File: config.mk
export PLATFORM = sky130hd
export DESIGN_NAME = controlUnit
export DESIGN_NICKNAME = d
export VERILOG_FILES = /design/src/rtl/ctrlPkg.sv /design/src/rtl/irqLatch.sv /design/src/rtl/instrDecode.sv /design/src/rtl/ctrlSequencer.sv /design/src/rtl/controlUnit.sv
export SDC_FILE = /design/constraint.sdc
export NUM_CORES = 1
export LEC_CHECK = 0
export ABC_CLOCK_PERIOD_IN_PS = 1700
export BUFFER_PORTS_ARGS = -buffer_cell sky130_fd_sc_hd__buf_2
export CORE_UTILIZATION = 43
export CTS_BUF_LIST = sky130_fd_sc_hd__clkbuf_16
export CTS_CLUSTER_DIAMETER = 150
export CTS_CLUSTER_SIZE = 25
export DETAILED_ROUTE_END_ITERATION = 16
export GPL_TIMING_DRIVEN = 0
export PLACE_DENSITY = 0.8
export SYNTH_ARGS = -nofsm -noshare
export SYNTH_HDL_FRONTEND = slang
export SYNTH_SLANG_ARGS = --single-unit
File: constraint.sdc
create_clock -name clk -period 1.7 [get_ports clk]
set_input_delay 0 -clock clk [delete_from_list [all_inputs] [get_ports clk]]
set_output_delay 0 -clock clk [all_outputs]
set_load 0.01 [all_outputs]
File: src/rtl/ctrlPkg.sv
`default_nettype none

package ctrlPkg;

    typedef logic [15:0] instrT;
    typedef logic [15:0] addrT;
    typedef logic [2:0]  condT;  // instr[15:13]

    typedef struct packed {
        logic carry;
        logic zero;
        logic negative;
    } flagsT;

    // opcodes live in instr[7:3] with instr[2:0] zero
    localparam logic [4:0] opAluRegFirst = 5'd1;
    localparam logic [4:0] opAluRegLast  = 5'd12;
    localparam logic [4:0] opJmp         = 5'd22;
    localparam logic [4:0] opCall        = 5'd23;
    localparam logic [4:0] opRet         = 5'd24;
    localparam logic [4:0] opHlt         = 5'd29;

    localparam logic [3:0] aluPassB = 4'd0;
    localparam logic [3:0] spLowReg = 4'd14;  // low byte of the stack pointer pair

    typedef enum logic [3:0] {
        clsAluImm, clsAluReg, clsIn, clsOut, clsJmp, clsCall, clsRet, clsHlt, clsNop
    } instrClassT;

    typedef struct packed {
        instrClassT cls;
        logic [3:0] aluMode;
        logic [3:0] outBSel;
        logic       condMet;
        logic       setsFlags;
    } decodedT;

    typedef enum logic [2:0] {
        stExec, stInRead, stJmpLoad, stCallPush, stRetPop, stRetLoad, stIrqPush
    } ctrlStateT;

    typedef enum logic [1:0] {srcAluOut = 2'd0, srcIoData = 2'd2} regSrcT;
    typedef enum logic [0:0] {aSelStatus = 1'b0, aSelRegA = 1'b1} aluASelT;
    typedef enum logic [1:0] {bSelRegB = 2'd0, bSelImm8 = 2'd2} aluBSelT;

    typedef enum logic [2:0] {
        memDataPcHigh = 3'd0,   // msb of pc + 1
        memDataPcLow = 3'd1,
        memDataAluOut = 3'd2,
        memDataRetHigh = 3'd3,  // interrupted address
        memDataRetLow = 3'd4
    } memDataSelT;

    typedef enum logic [1:0] {
        memAddrPointer = 2'd0, memAddrPort = 2'd1, memAddrPointerPlusOne = 2'd2
    } memAddrSelT;

    typedef enum logic [2:0] {
        fetchPcPlusOne = 3'd0,
        fetchPcOut = 3'd1,
        fetchVector = 3'd2,
        fetchIMemOut = 3'd3,
        fetchReturnAddr = 3'd5  // return reg and popped byte
    } fetchSelT;

    typedef enum logic [1:0] {statusAluFlags = 2'd0, statusDisableInt = 2'd3} statusSrcT;

    typedef struct packed {
        regSrcT     src;
        logic [3:0] outBSel;
        logic       writeEn;
        logic       incPair;
        logic       decPair;
    } regCtrlT;

    typedef struct packed {
        aluASelT    srcASel;
        aluBSelT    srcBSel;
        logic [3:0] mode;
    } aluCtrlT;

    typedef struct packed {
        memDataSelT dataSel;
        memAddrSelT addrSel;
        logic       writeEn;
        logic       readEn;
    } memCtrlT;

    typedef struct packed {
        fetchSelT addrSel;
        logic     readEn;
        logic     pcWriteEn;
    } fetchCtrlT;

    typedef struct packed {
        statusSrcT srcSel;
        logic      flagEnable;
    } statusCtrlT;

endpackage

`default_nettype wire

File: src/rtl/irqLatch.sv
`timescale 1ns/1ns
`default_nettype none

module irqLatch
    import ctrlPkg::*;
#(
    parameter addrT irqVector0 = 16'h000F,
    parameter addrT irqVector1 = 16'h0020,
    parameter addrT irqVector2 = 16'h0030
) (
    input  logic       clk,
    input  logic       arstN,
    input  logic [2:0] irq,
    input  logic       irqAck,
    output logic       irqPending,
    output addrT       interruptVector
);

    logic [2:0] irqFlags;
    logic [2:0] ackMask;  // one-hot of the source being served

    // bit 0 has the highest priority
    always_comb begin
        ackMask = 3'b000;
        interruptVector = '0;
        if (irqFlags[0]) begin
            ackMask = 3'b001;
            interruptVector = irqVector0;
        end else if (irqFlags[1]) begin
            ackMask = 3'b010;
            interruptVector = irqVector1;
        end else if (irqFlags[2]) begin
            ackMask = 3'b100;
            interruptVector = irqVector2;
        end
    end

    assign irqPending = |irqFlags;

    always_ff @(posedge clk or negedge arstN) begin
        if (!arstN) begin
            irqFlags <= 3'b000;
        end else begin
            irqFlags <= (irqFlags & ~(irqAck ? ackMask : 3'b000)) | irq;  // new request wins
        end
    end

endmodule

`default_nettype wire

File: src/rtl/instrDecode.sv
`timescale 1ns/1ns
`default_nettype none

module instrDecode
    import ctrlPkg::*;
(
    input  instrT   instr,
    input  flagsT   flags,
    output decodedT dec
);

    logic [4:0] opcode;
    logic [2:0] riMode;
    condT       cond;
    logic       zeroLow;
    logic       isRegImm;
    logic       condMet;
    instrClassT cls;

    assign opcode = instr[7:3];
    assign riMode = instr[3:1];
    assign cond = instr[15:13];
    assign zeroLow = (instr[2:0] == 3'd0);
    assign isRegImm = instr[0] && (riMode < 3'd7);

    // priority follows the encoding overlaps
    always_comb begin
        if (isRegImm) begin
            cls = clsAluImm;
        end else if (instr[2:0] == 3'd2) begin
            cls = clsIn;
        end else if (instr[2:0] == 3'd4) begin
            cls = clsOut;
        end else if (zeroLow && opcode >= opAluRegFirst && opcode <= opAluRegLast) begin
            cls = clsAluReg;
        end else if (zeroLow && opcode == opJmp) begin
            cls = clsJmp;
        end else if (zeroLow && opcode == opCall) begin
            cls = clsCall;
        end else if (zeroLow && opcode == opRet) begin
            cls = clsRet;
        end else if (zeroLow && opcode == opHlt) begin
            cls = clsHlt;
        end else begin
            cls = clsNop;  // also the dropped pair and status ops
        end
    end

    always_comb begin
        case (cond)
            3'd1: condMet = flags.carry;
            3'd2: condMet = ~flags.carry;
            3'd3: condMet = flags.zero;
            3'd4: condMet = ~flags.zero;
            3'd5: condMet = flags.negative;
            3'd6: condMet = ~flags.negative;
            default: condMet = 1'b1;  // 0 and 7
        endcase
    end

    always_comb begin
        dec.cls = cls;
        dec.condMet = condMet;
        dec.aluMode = aluPassB;
        dec.outBSel = instr[15:12];
        dec.setsFlags = 1'b0;
        case (cls)
            clsAluImm: begin
                dec.aluMode = {1'b0, riMode};
                dec.setsFlags = (riMode != 3'd0);  // load-immediate keeps flags
            end
            clsAluReg: begin
                dec.aluMode = instr[6:3];
                dec.outBSel = instr[11:8];
                dec.setsFlags = 1'b1;
            end
            clsCall, clsRet: dec.outBSel = spLowReg;
            default: ;
        endcase
    end

endmodule

`default_nettype wire

File: src/rtl/ctrlSequencer.sv
`timescale 1ns/1ns
`default_nettype none

module ctrlSequencer
    import ctrlPkg::*;
(
    input  logic       clk,
    input  logic       arstN,
    input  decodedT    dec,
    input  logic       interruptEnable,
    input  logic       irqPending,
    output regCtrlT    regCtrl,
    output aluCtrlT    aluCtrl,
    output memCtrlT    memCtrl,
    output fetchCtrlT  fetchCtrl,
    output statusCtrlT statusCtrl,
    output logic       irqAck
);

    ctrlStateT state;
    ctrlStateT nextState;
    logic      started;  // low until the first edge after reset

    always_ff @(posedge clk or negedge arstN) begin
        if (!arstN) begin
            state <= stExec;
            started <= 1'b0;
        end else begin
            state <= nextState;
            started <= 1'b1;
        end
    end

    always_comb begin
        regCtrl = '{src: srcAluOut, outBSel: dec.outBSel, writeEn: 1'b0,
                    incPair: 1'b0, decPair: 1'b0};
        aluCtrl = '{srcASel: aSelRegA, srcBSel: bSelRegB, mode: aluPassB};
        memCtrl = '{dataSel: memDataAluOut, addrSel: memAddrPointer,
                    writeEn: 1'b0, readEn: 1'b0};
        fetchCtrl = '{addrSel: fetchPcOut, readEn: 1'b1, pcWriteEn: 1'b1};
        statusCtrl = '{srcSel: statusAluFlags, flagEnable: 1'b0};
        irqAck = 1'b0;
        nextState = stExec;

        case (state)
            stExec: begin
                if (interruptEnable && irqPending) begin
                    regCtrl.outBSel = spLowReg;
                    regCtrl.decPair = 1'b1;
                    memCtrl.dataSel = memDataRetLow;  // push low byte first
                    memCtrl.writeEn = 1'b1;
                    statusCtrl = '{srcSel: statusDisableInt, flagEnable: 1'b1};
                    fetchCtrl.readEn = 1'b0;
                    fetchCtrl.pcWriteEn = 1'b0;
                    nextState = stIrqPush;
                end else begin
                    case (dec.cls)
                        clsAluImm: begin
                            regCtrl.writeEn = 1'b1;
                            aluCtrl.srcBSel = bSelImm8;
                            aluCtrl.mode = dec.aluMode;
                            statusCtrl.flagEnable = dec.setsFlags;
                        end
                        clsAluReg: begin
                            regCtrl.writeEn = 1'b1;
                            aluCtrl.mode = dec.aluMode;
                            statusCtrl.flagEnable = 1'b1;
                        end
                        clsIn: begin
                            memCtrl.addrSel = memAddrPort;
                            memCtrl.readEn = 1'b1;
                            fetchCtrl.readEn = 1'b0;
                            fetchCtrl.pcWriteEn = 1'b0;
                            nextState = stInRead;
                        end
                        clsOut: begin
                            memCtrl.addrSel = memAddrPort;
                            memCtrl.writeEn = 1'b1;
                        end
                        clsJmp: begin
                            if (dec.condMet) begin
                                nextState = stJmpLoad;  // target word is fetched now
                            end else begin
                                fetchCtrl.addrSel = fetchPcPlusOne;  // skip target word
                            end
                        end
                        clsCall: begin
                            if (dec.condMet) begin
                                regCtrl.decPair = 1'b1;
                                memCtrl.dataSel = memDataPcLow;
                                memCtrl.writeEn = 1'b1;
                                fetchCtrl.pcWriteEn = 1'b0;
                                nextState = stCallPush;
                            end else begin
                                fetchCtrl.addrSel = fetchPcPlusOne;
                            end
                        end
                        clsRet: begin
                            if (dec.condMet) begin
                                regCtrl.incPair = 1'b1;
                                memCtrl.addrSel = memAddrPointerPlusOne;
                                memCtrl.readEn = 1'b1;
                                fetchCtrl = '{addrSel: fetchReturnAddr, readEn: 1'b0,
                                              pcWriteEn: 1'b0};
                                nextState = stRetPop;
                            end
                        end
                        clsHlt: begin
                            fetchCtrl.readEn = 1'b0;  // same word decoded again
                            fetchCtrl.pcWriteEn = 1'b0;
                        end
                        default: ;
                    endcase
                end
            end
            stInRead: begin
                regCtrl.src = srcIoData;
                regCtrl.writeEn = 1'b1;
                memCtrl.addrSel = memAddrPort;
                memCtrl.readEn = 1'b1;  // hold the port data
            end
            stJmpLoad: fetchCtrl.addrSel = fetchIMemOut;
            stCallPush: begin
                regCtrl.decPair = 1'b1;
                memCtrl.dataSel = memDataPcHigh;
                memCtrl.writeEn = 1'b1;
                fetchCtrl.addrSel = fetchIMemOut;
            end
            stRetPop: begin
                regCtrl.incPair = 1'b1;
                memCtrl.addrSel = memAddrPointerPlusOne;
                memCtrl.readEn = 1'b1;
                fetchCtrl = '{addrSel: fetchReturnAddr, readEn: 1'b0, pcWriteEn: 1'b0};
                nextState = stRetLoad;
            end
            stRetLoad: fetchCtrl.addrSel = fetchReturnAddr;
            stIrqPush: begin
                regCtrl.outBSel = spLowReg;
                regCtrl.decPair = 1'b1;
                memCtrl.dataSel = memDataRetHigh;
                memCtrl.writeEn = 1'b1;
                statusCtrl = '{srcSel: statusDisableInt, flagEnable: 1'b0};
                fetchCtrl.addrSel = fetchVector;
                irqAck = 1'b1;
            end
            default: ;
        endcase

        // nothing is fetched or advanced before the first edge after reset
        if (!started) begin
            fetchCtrl.readEn = 1'b0;
            fetchCtrl.pcWriteEn = 1'b0;
            nextState = stExec;
        end
    end

endmodule

`default_nettype wire

File: src/rtl/controlUnit.sv
`timescale 1ns/1ns
`default_nettype none

module controlUnit
    import ctrlPkg::*;
#(
    parameter addrT irqVector0 = 16'h000F,
    parameter addrT irqVector1 = 16'h0020,
    parameter addrT irqVector2 = 16'h0030
) (
    input  logic       clk,
    input  logic       arstN,
    input  instrT      instr,
    input  flagsT      flags,
    input  logic       interruptEnable,
    input  logic [2:0] irq,
    output regCtrlT    regCtrl,
    output aluCtrlT    aluCtrl,
    output memCtrlT    memCtrl,
    output fetchCtrlT  fetchCtrl,
    output statusCtrlT statusCtrl,
    output addrT       interruptVector
);

    decodedT dec;
    logic    irqPending;
    logic    irqAck;

    instrDecode instrDecode_inst (
        .instr(instr),
        .flags(flags),
        .dec  (dec)
    );

    irqLatch #(
        .irqVector0(irqVector0),
        .irqVector1(irqVector1),
        .irqVector2(irqVector2)
    ) irqLatch_inst (
        .clk            (clk),
        .arstN          (arstN),
        .irq            (irq),
        .irqAck         (irqAck),
        .irqPending     (irqPending),
        .interruptVector(interruptVector)
    );

    ctrlSequencer ctrlSequencer_inst (
        .clk            (clk),
        .arstN          (arstN),
        .dec            (dec),
        .interruptEnable(interruptEnable),
        .irqPending     (irqPending),
        .regCtrl        (regCtrl),
        .aluCtrl        (aluCtrl),
        .memCtrl        (memCtrl),
        .fetchCtrl      (fetchCtrl),
        .statusCtrl     (statusCtrl),
        .irqAck         (irqAck)
    );

endmodule

`default_nettype wire

# --- Word level (Yosys, flattened, before mapping) ---
# Index checks and enable logic that the tools add are counted.
classes:
  order_cmp: 3
  reduce_logical: 22
  mux: 71
  eq_ne: 25
  bitwise: 6
ops:
  columns: ["operator", "n"]
  rows:
  - ["4-bit 2-to-1 mux", 11]
  - ["16-bit 2-to-1 mux", 2]
  - ["3-bit 2-to-1 mux", 10]
  - ["3-bit case mux with 4 select lines", 2]
  - ["2-bit 2-to-1 mux", 11]
  - ["3-bit equality test (second input constant)", 7]
  - ["5-bit equality test (second input constant)", 4]
  - ["6-bit 2-to-1 mux", 3]
  - ["1-bit case mux with 2 select lines", 9]
  - ["3-bit case mux with 2 select lines", 3]
  - ["2-bit OR reduction", 9]
  - ["4-bit by 3-bit equality test with 1-bit output (second input constant)", 4]
  - ["4-bit case mux with 2 select lines", 2]
  - ["3-bit by 2-bit equality test with 1-bit output (second input constant)", 5]
  - ["1-bit 2-to-1 mux", 11]
  - ["3-bit case mux with 3 select lines", 1]
  - ["4-bit by 2-bit equality test with 1-bit output (second input constant)", 2]
  - ["1-bit logical AND", 8]
  - ["2-bit case mux with 2 select lines", 2]
  - ["3-bit by 1-bit equality test with 1-bit output (second input constant)", 2]
  - ["3-bit logical NOT", 2]
  - ["1-bit case mux with 6 select lines", 1]
  - ["2-bit case mux with 3 select lines", 1]
  - ["5-bit by 1-bit greater-or-equal comparator with 1-bit output (second input constant)", 1]
  - ["other kinds (12)", 14]
totals:
  output_inout_bits: 47
  inputBits: 25
  wordCells: 130
  regBits: 7

# --- Longest topological paths before layout ---
# Gate-level depths: netlist (run 1).
logic_depth:
  word_depth: 16
  mapped_depth: 6

# --- Modules after synthesis ---
# A second synthesis (run 1) with hierarchy kept.
hier_totals:
  hier_cells: 192
  area_unflattened_um2: 1316.3
modules_own_cells:
  columns: ["mod", "cells_each", "area_each_um2", "seq_area_each_um2", "instances"]
  rows:
  - ["ctrlSequencer", 91, 633.1, 100.1, 1]
  - ["instrDecode", 72, 435.4, 0.0, 1]
  - ["irqLatch", 29, 247.7, 75.1, 1]

# --- Least setup slack after synthesis (run 1) ---
# No wires, ideal clock.
synth_path:
  path_kind: "reg2out"
  startpoint: "register irqLatch_inst.irqFlags[0]"
  endpoint: "output aluCtrl[1] (netlist bit)"
  t_arrival_ns: 1.761
  path_stages_with_launch: 4
  path_slack_ns: -0.061
  cell_sequence: "dfrtp_1 > o31ai_1 > nand2_1 > nor4_1"
synth_rtl:
  columns: ["element", "line", "source"]
  rows:
  - ["from (decl)", "irqLatch.sv:19", "logic [2:0] irqFlags;"]
  - ["from (signal assigned)", "irqLatch.sv:44", "irqFlags <= (irqFlags & ~(irqAck ? ackMask : 3'b000)) | irq;"]
  - ["to (decl)", "controlUnit.sv:18", "output aluCtrlT aluCtrl,"]

==> flow_summary.json, run 1 <==
{
  "status": "complete, no violations",
  "period_share": 0.999,
  "ys_seq_elements": 7,
  "slew_violations": 0,
  "startpoint": "irqLatch_inst.irqFlags[0]$_DFF_PN0_",
  "synth-warning-count": 0,
  "htree_levels": 1,
  "final_cell_area_sq_um": 1820,
  "die_w_microns": 53.9,
  "synth_seq_area_share": 0.152,
  "synth_top_area_share": 0.152,
  "crit_fanout": 6,
  "viasPerCell": 5.60,
  "multi_input_area_sq_um": 912,
  "critPathKind": "reg -> out",
  "clk_pin_slew_worst_paths_ns": 0.04,
  "initial_utilization": 0.462,
  "die_y_microns": 53.9,
  "hpwl_microns": 2480,
  "wire_per_inst_microns": 13.8,
  "timing.fmax_mhz": 589,
  "dpl_cell_area_sq_um": 1510,
  "final_util": 0.728,
  "synth-edff-count": 0,
  "cts_tree": "yes",
  "max-cap-violations": 0,
  "n_antenna_cell": 0,
  "num_rows": 18,
  "firstDrtPassIters": 5,
  "synth_flop_cell": "dfrtp_1",
  "drt-total-wl_microns": 3920,
  "grt_pass1_vias": 1154,
  "drt_iter0_markers": 75,
  "io_pins": 72,
  "p_leak_uw": 0.000881,
  "ys_types": 49,
  "postRouteAntennaNets": 0,
  "final_hold_viol_count": 0,
  "r2r_start": "irqLatch_inst.irqFlags[0]$_DFF_PN0_",
  "fillerInstances": 218,
  "syn_area_sq_um": 1160,
  "synth_top_area_cell": "dfrtp_1",
  "rsz0062_at_grt": "true",
  "synth_area_per_cell_sq_um": 6.92,
  "vias": 1586,
  "ir_drop_uv": 911,
  "layout_common_cells": "55 x buf_2, 29 x buf_4, 16 x nand2_1",
  "cp-end-kind": "output port",
  "place_ws_ns": -0.160,
  "worstPathRequired_ns": 1.70,
  "area_delta_synth_final_pct": 57.5,
  "synthArstFlopShare": 1.00,
  "die_area_sq_um": 2900,
  "hold_path.class": "in -> async",
  "antenna_found_initial": 0,
  "fin_worst_skew_ns": 0.000550,
  "final_nets": 279,
  "worst-endpoint-arrival_ns": 1.70,
  "period_needed_ns": 1.70,
  "stdcell_count": 283,
  "numPortBuffers": 54,
  "grt_pass1_wl_microns": 5180,
  "seq_area_sq_um": 178,
  "grt_max_degree": 12,
  "setup_viol": 0,
  "drive_above_1_share": 0.451,
  "cts_inserted_buffers": 3,
  "track_usage": 0.247,
  "cp-start-kind": "flop",
  "fp.coreArea_sq_um": 2500,
  "cts_buffer_depth": 2,
  "setup_ws_ns": 0.00218,
  "final_common_cell": "buf_2",
  "postSynthCellCount": 167,
  "clk_latency_ns": 0.23,
  "power.density_nw_per_um2": 581,
  "ys_top_cells_by_area": "dfrtp_1 15%, buf_4 12%, a21oi_1 5.6%",
  "holdWs_ns": 0.157,
  "place_inst": 263,
  "root_buffer": "clkbuf_16",
  "place_congestion": 0.815,
  "cts.sinks": 7,
  "drcViolationCount": 0,
  "grt_overflow": 0
}
[routing by layer]
metal	share of wire	GRT usage	routed length (microns)
met5	0	0	0
met4	0.021	0.0658	82
met2	0.49	0.416	1910
met1	0.41	0.329	1610
met3	0.083	0.0282	324
[cell usage after synthesis (2+ instances only)]
cell type  instances
a21o_1             3
a211oi_1           2
a31oi_1            2
o31ai_1            3
nand4_1            2
buf_6              2
o211ai_1           3
nand3b_1           3
nor3_1             2
nand2_1           17
nor4_1             2
a21oi_1           13
nand3_1           10
o21ai_1            2
buf_4             18
a21boi_0           2
or4_1              2
o21ai_0            7
inv_1              2
nor2_1            15
dfrtp_1            7
and3_1             3
nand2b_1           4
nor2b_1            2
mux2_2             2
nor3b_1            2
or2_2              2
conb_1             2
o22ai_1            5
clkbuf_1           7
[metrics by stage]
stage | TNS (ns) | total power (uW)
global placement | -0.842 | 586
global route | -0.171 | 1110
floorplan | 0 | 456
detailed placement | -1.10 | 589
finish | 0 | 1060
CTS | 0 | 1020
[report_power, final]
| part | switching (uW) | internal [uW] | total (uW) |
|---|---|---|---|
| Combinational | 258 | 219 | 477 |
| Sequential | 8.08 | 175 | 183 |
| Clock | 91.9 | 306 | 398 |
| Total | 358 | 700 | 1060 |
[path summary, 6_finish.rpt]
kind                                                    endpoint  slack (ns)  cells past startpoint
min reg2reg                ctrlSequencer_inst.state[1]$_DFF_PN0_        0.64                      2
max in group asynchronous    irqLatch_inst.irqFlags[1]$_DFF_PN0_        1.38                      2
max                                                 fetchCtrl[1]       0.002                      5
min in group clk                                      regCtrl[5]        0.29                      4
max reg2reg                ctrlSequencer_inst.state[0]$_DFF_PN0_        0.19                      4
min                        ctrlSequencer_inst.state[2]$_DFF_PN0_        0.16                      2
[registers in the layout, indices dropped and copies added, names as in the netlist]
signal / flops
ctrlSequencer_inst.started: 1
irqLatch_inst.irqFlags: 3
ctrlSequencer_inst.state: 3
[cell type report]
type	instances	area share
sequential	7	0.0976
timing repair buffer	71	0.229
clock buffer	3	0.0412
buffer	27	0.104
tap	30	0.0206
multi-input combinational	142	0.501
clock inverter	1	0.00206
inverter	2	0.00412
[critical path, cell delays in order, from the launching register on]
cell and delay, ns:
dfrtp_2 0.44, o31a_1 0.41, nor2_2 0.14, o21ai_1 0.09, a31oi_1 0.21, buf_2 0.17
[kinds of logic after synthesis]
| group | count (synthesis) | synth area share |
|---|---|---|
| and+or+nand+nor | 73 | 0.334 |
| AOI/OAI and AO/OA | 50 | 0.294 |
| buffers and inverters | 30 | 0.170 |
| DFF | 7 | 0.152 |
| muxes | 3 | 0.0281 |
| xor gates and xnor gates | 2 | 0.0152 |
| other | 2 | 0.00650 |
[what timing repair did]
item / CTS / global route
hold buffers: 4 / 0
resized for setup: 10 / 16
endpoints found under the hold margin: 10 / 0
setup endpoints to repair: 22 / 13
buffers inserted: 6 / 7
pin swaps: 4 / 6
Note: power is estimated with default switching activity, not from simulation.
==> inputs of run 2 (changes only) <==
--- a/config.mk
+++ b/config.mk
@@ -7,13 +7,14 @@
 export LEC_CHECK = 0
 export ABC_CLOCK_PERIOD_IN_PS = 1700
 export BUFFER_PORTS_ARGS = -buffer_cell sky130_fd_sc_hd__buf_2
-export CORE_UTILIZATION = 43
+export CORE_UTILIZATION = 45
 export CTS_BUF_LIST = sky130_fd_sc_hd__clkbuf_16
 export CTS_CLUSTER_DIAMETER = 150
 export CTS_CLUSTER_SIZE = 25
 export DETAILED_ROUTE_END_ITERATION = 16
 export GPL_TIMING_DRIVEN = 0
-export PLACE_DENSITY = 0.8
+export PLACE_DENSITY = 0.81
 export SYNTH_ARGS = -nofsm -noshare
 export SYNTH_HDL_FRONTEND = slang
+export SYNTH_HIERARCHICAL = 1
 export SYNTH_SLANG_ARGS = --single-unit
==> run 2 against run 1 <==
  * The run now ends with negative setup slack left
  * Core utilization grew 8.4 points
  * Worst hold slack worse by 0.028 ns
  * Maximum frequency decreased by 18%
  * Sequential share of layout area decreased by 1.9 points
  * Clock power about the same
  * Combinational power grew 34%
  * First-iteration DRC count up 140%
  * Flip-flop and latch count unchanged
  * Global-route usage up 3.9 points
  * Clock skew grew 0.00050 ns
  * Largest power group unchanged
  * Highest routed layer unchanged
==> flow_summary.json, run 2 <==
{
  "worstPathRequired_ns": 1.70,
  "fillerInstances": 179,
  "ir_drop_uv": 716,
  "holdWs_ns": 0.130,
  "track_usage": 0.285,
  "synth_top_area_cell": "dfrtp_1",
  "slew_violations": 0,
  "cts_inserted_buffers": 3,
  "die_area_sq_um": 3150,
  "power.density_nw_per_um2": 546,
  "num_rows": 19,
  "place_congestion": 0.867,
  "crit_fanout": 4,
  "violations": "negative setup slack",
  "setup_ws_ns": -0.360,
  "status": "finished with violations",
  "hpwl_microns": 2560,
  "initial_utilization": 0.477,
  "worst-endpoint-arrival_ns": 2.06,
  "numPortBuffers": 54,
  "synth_flop_cell": "dfrtp_1",
  "htree_levels": 1,
  "drcViolationCount": 0,
  "dpl_cell_area_sq_um": 1670,
  "ys_seq_elements": 7,
  "cts_tree": "yes",
  "antenna_found_initial": 0,
  "final_cell_area_sq_um": 2240,
  "ys_top_cells_by_area": "dfrtp_1 13%, buf_4 11%, nor2_1 5.1%",
  "hold_path.class": "in -> reg",
  "rsz0062_at_grt": "true",
  "final_hold_viol_count": 0,
  "multi_input_area_sq_um": 1240,
  "die_w_microns": 56.1,
  "cp-end-kind": "output port",
  "p_leak_uw": 0.00104,
  "synthTopCellsByCount": "19 x buf_4, 18 x nor2_1, 16 x nand2_1",
  "synth_area_per_cell_sq_um": 6.86,
  "swShare": 0.366,
  "synth-warning-count": 6,
  "p_comb_frac": 0.522,
  "critPathKind": "reg -> out",
  "place_ws_ns": -0.287,
  "ys_types": 61,
  "root_buffer": "clkbuf_16",
  "io_pins": 72,
  "cts.sinks": 7,
  "final_nets": 303,
  "synth_top_area_share": 0.133,
  "fin_worst_skew_ns": 0.00105,
  "postRouteAntennaNets": 0,
  "final_common_cell": "buf_2",
  "power_frac_seq": 0.154,
  "postSynthCellCount": 192,
  "drive_above_1_share": 0.531,
  "clk_latency_ns": 0.23,
  "max-cap-violations": 0,
  "seq_area_sq_um": 176,
  "setup_viol": 27,
  "fp.coreArea_sq_um": 2760,
  "grt_max_degree": 11,
  "synth_most_common_cell": "buf_4",
  "die_y_microns": 56.1,
  "synth_seq_area_share": 0.133,
  "clk_pin_slew_worst_paths_ns": 0.04,
  "cp-start-kind": "flop",
  "synthArstFlopShare": 1.00,
  "drt_iter0_markers": 180,
  "final_util": 0.813,
  "grt_pass1_wl_microns": 7280,
  "vias": 1840,
  "firstDrtPassIters": 4,
  "period_needed_ns": 2.06,
  "p_sw_uw": 448,
  "wire_per_inst_microns": 17.7,
  "p_int_uw": 776,
  "layout_common_cells": "52 x buf_2, 31 x buf_4, 15 x nor2_1",
  "power_uw": 1220,
  "synth-edff-count": 0,
  "syn_area_sq_um": 1320,
  "n_antenna_cell": 0,
  "clockPowerShare": 0.324,
  "grt_overflow": 0,
  "period_share": 1.21,
  "viasPerCell": 5.97,
  "grt_pass1_vias": 1634,
  "area_delta_synth_final_pct": 70.2,
  "drt-total-wl_microns": 5450,
  "cts_buffer_depth": 2,
  "timing.fmax_mhz": 485,
  "top_regs": "ctrlSequencer_inst/state x3, irqLatch_inst/irqFlags x3, ctrlSequencer_inst/started x1"
}
[run 2: changes by cell type in the layout (fill, tap and decap cells not counted), moves of 4 or more]
cell | before | now
and2_1 | 1 | 5
buf_6 | 3 | 9
inv_1 | 3 | 12
nand3_1 | 10 | 1
[run 2: through the flow]
| step | instances | setup TNS, ns |
|---|---|---|
| floorplan | 203 | 0 |
| global placement | 288 | -3.63 |
| detailed placement | 288 | -3.87 |
| CTS | 307 | -3.55 |
| finish | 308 | -4.89 |
| global route | 308 | -5.79 |
[run 2: final cells by class]
cell class | instances | area share
tap | 31 | 0.0173
multi-input combinational | 154 | 0.554
buffer | 31 | 0.0983
timing repair buffer | 70 | 0.198
sequential | 7 | 0.0787
inverter | 11 | 0.0184
clock buffer | 3 | 0.0335
clock inverter | 1 | 0.00168
[run 2: worst max-delay path: stages, from the launching register on]
cell	delay, ns
dfrtp_2	0.40
or3_4	0.41
buf_4	0.15
buf_8	0.13
buf_4	0.14
a21oi_4	0.19
o31ai_4	0.11
a21oi_2	0.16
buf_2	0.14
[run 2: what timing repair did]
item,in CTS,in global routing
buffers inserted,12,1
endpoints found under the setup margin,24,28
pin swaps,15,17
hold buffers,3,0
gates resized for setup,40,37
endpoints found under the hold margin,9,0
[run 2: worst paths after layout]
check / endpoint / slack, ns / start / depth (start not counted)
worst max-delay path: fetchCtrl[1] / -0.36 / irqLatch_inst/irqFlags[0]$_DFF_PN0_ / 8
worst min-delay path: irqLatch_inst/irqFlags[2]$_DFF_PN0_ / 0.13 / irq[2] / 3
worst max register to register: ctrlSequencer_inst/state[0]$_DFF_PN0_ / -0.16 / irqLatch_inst/irqFlags[0]$_DFF_PN0_ / 7
worst min register to register: ctrlSequencer_inst/state[0]$_DFF_PN0_ / 0.61 / ctrlSequencer_inst/started$_DFF_PN0_ / 2
max in group asynchronous: irqLatch_inst/irqFlags[0]$_DFF_PN0_ / 1.36 / arstN / 2
min in group asynchronous: ctrlSequencer_inst/started$_DFF_PN0_ / 0.17 / arstN / 2
[run 2: cells by family (layout without fill, tap and decap cells)]
kind of cell,count (synthesis),count (layout),share of synthesized area
AOI/OAI and AO/OA,54,54,0.296
and+or+nand+nor,85,85,0.372
xor gates and xnor gates,1,1,0.00666
other,3,14,0.00855
buffers and inverters,42,116,0.184
DFF,7,7,0.133
[run 2: per-layer routing]
| layer | share of wire | up-vias | track usage | wire (microns) |
|---|---|---|---|---|
| met4 | 0.037 | 0 | 0.0941 | 204 |
| met2 | 0.52 | 121 | 0.541 | 2820 |
| met3 | 0.057 | 24 | 0.0488 | 308 |
| met5 | 0 | - | 0 | 0 |
| li1 | - | 824 | - | - |
| met1 | 0.39 | 871 | 0.317 | 2120 |
[run 2: power by group through the flow]
stage | registers [uW] | clock network, uW | logic (uW)
global placement | 187 | 0 | 431
detailed placement | 187 | 0 | 436
floorplan | 184 | 0 | 298
finish | 189 | 396 | 639
CTS | 184 | 393 | 526
global route | 189 | 415 | 671
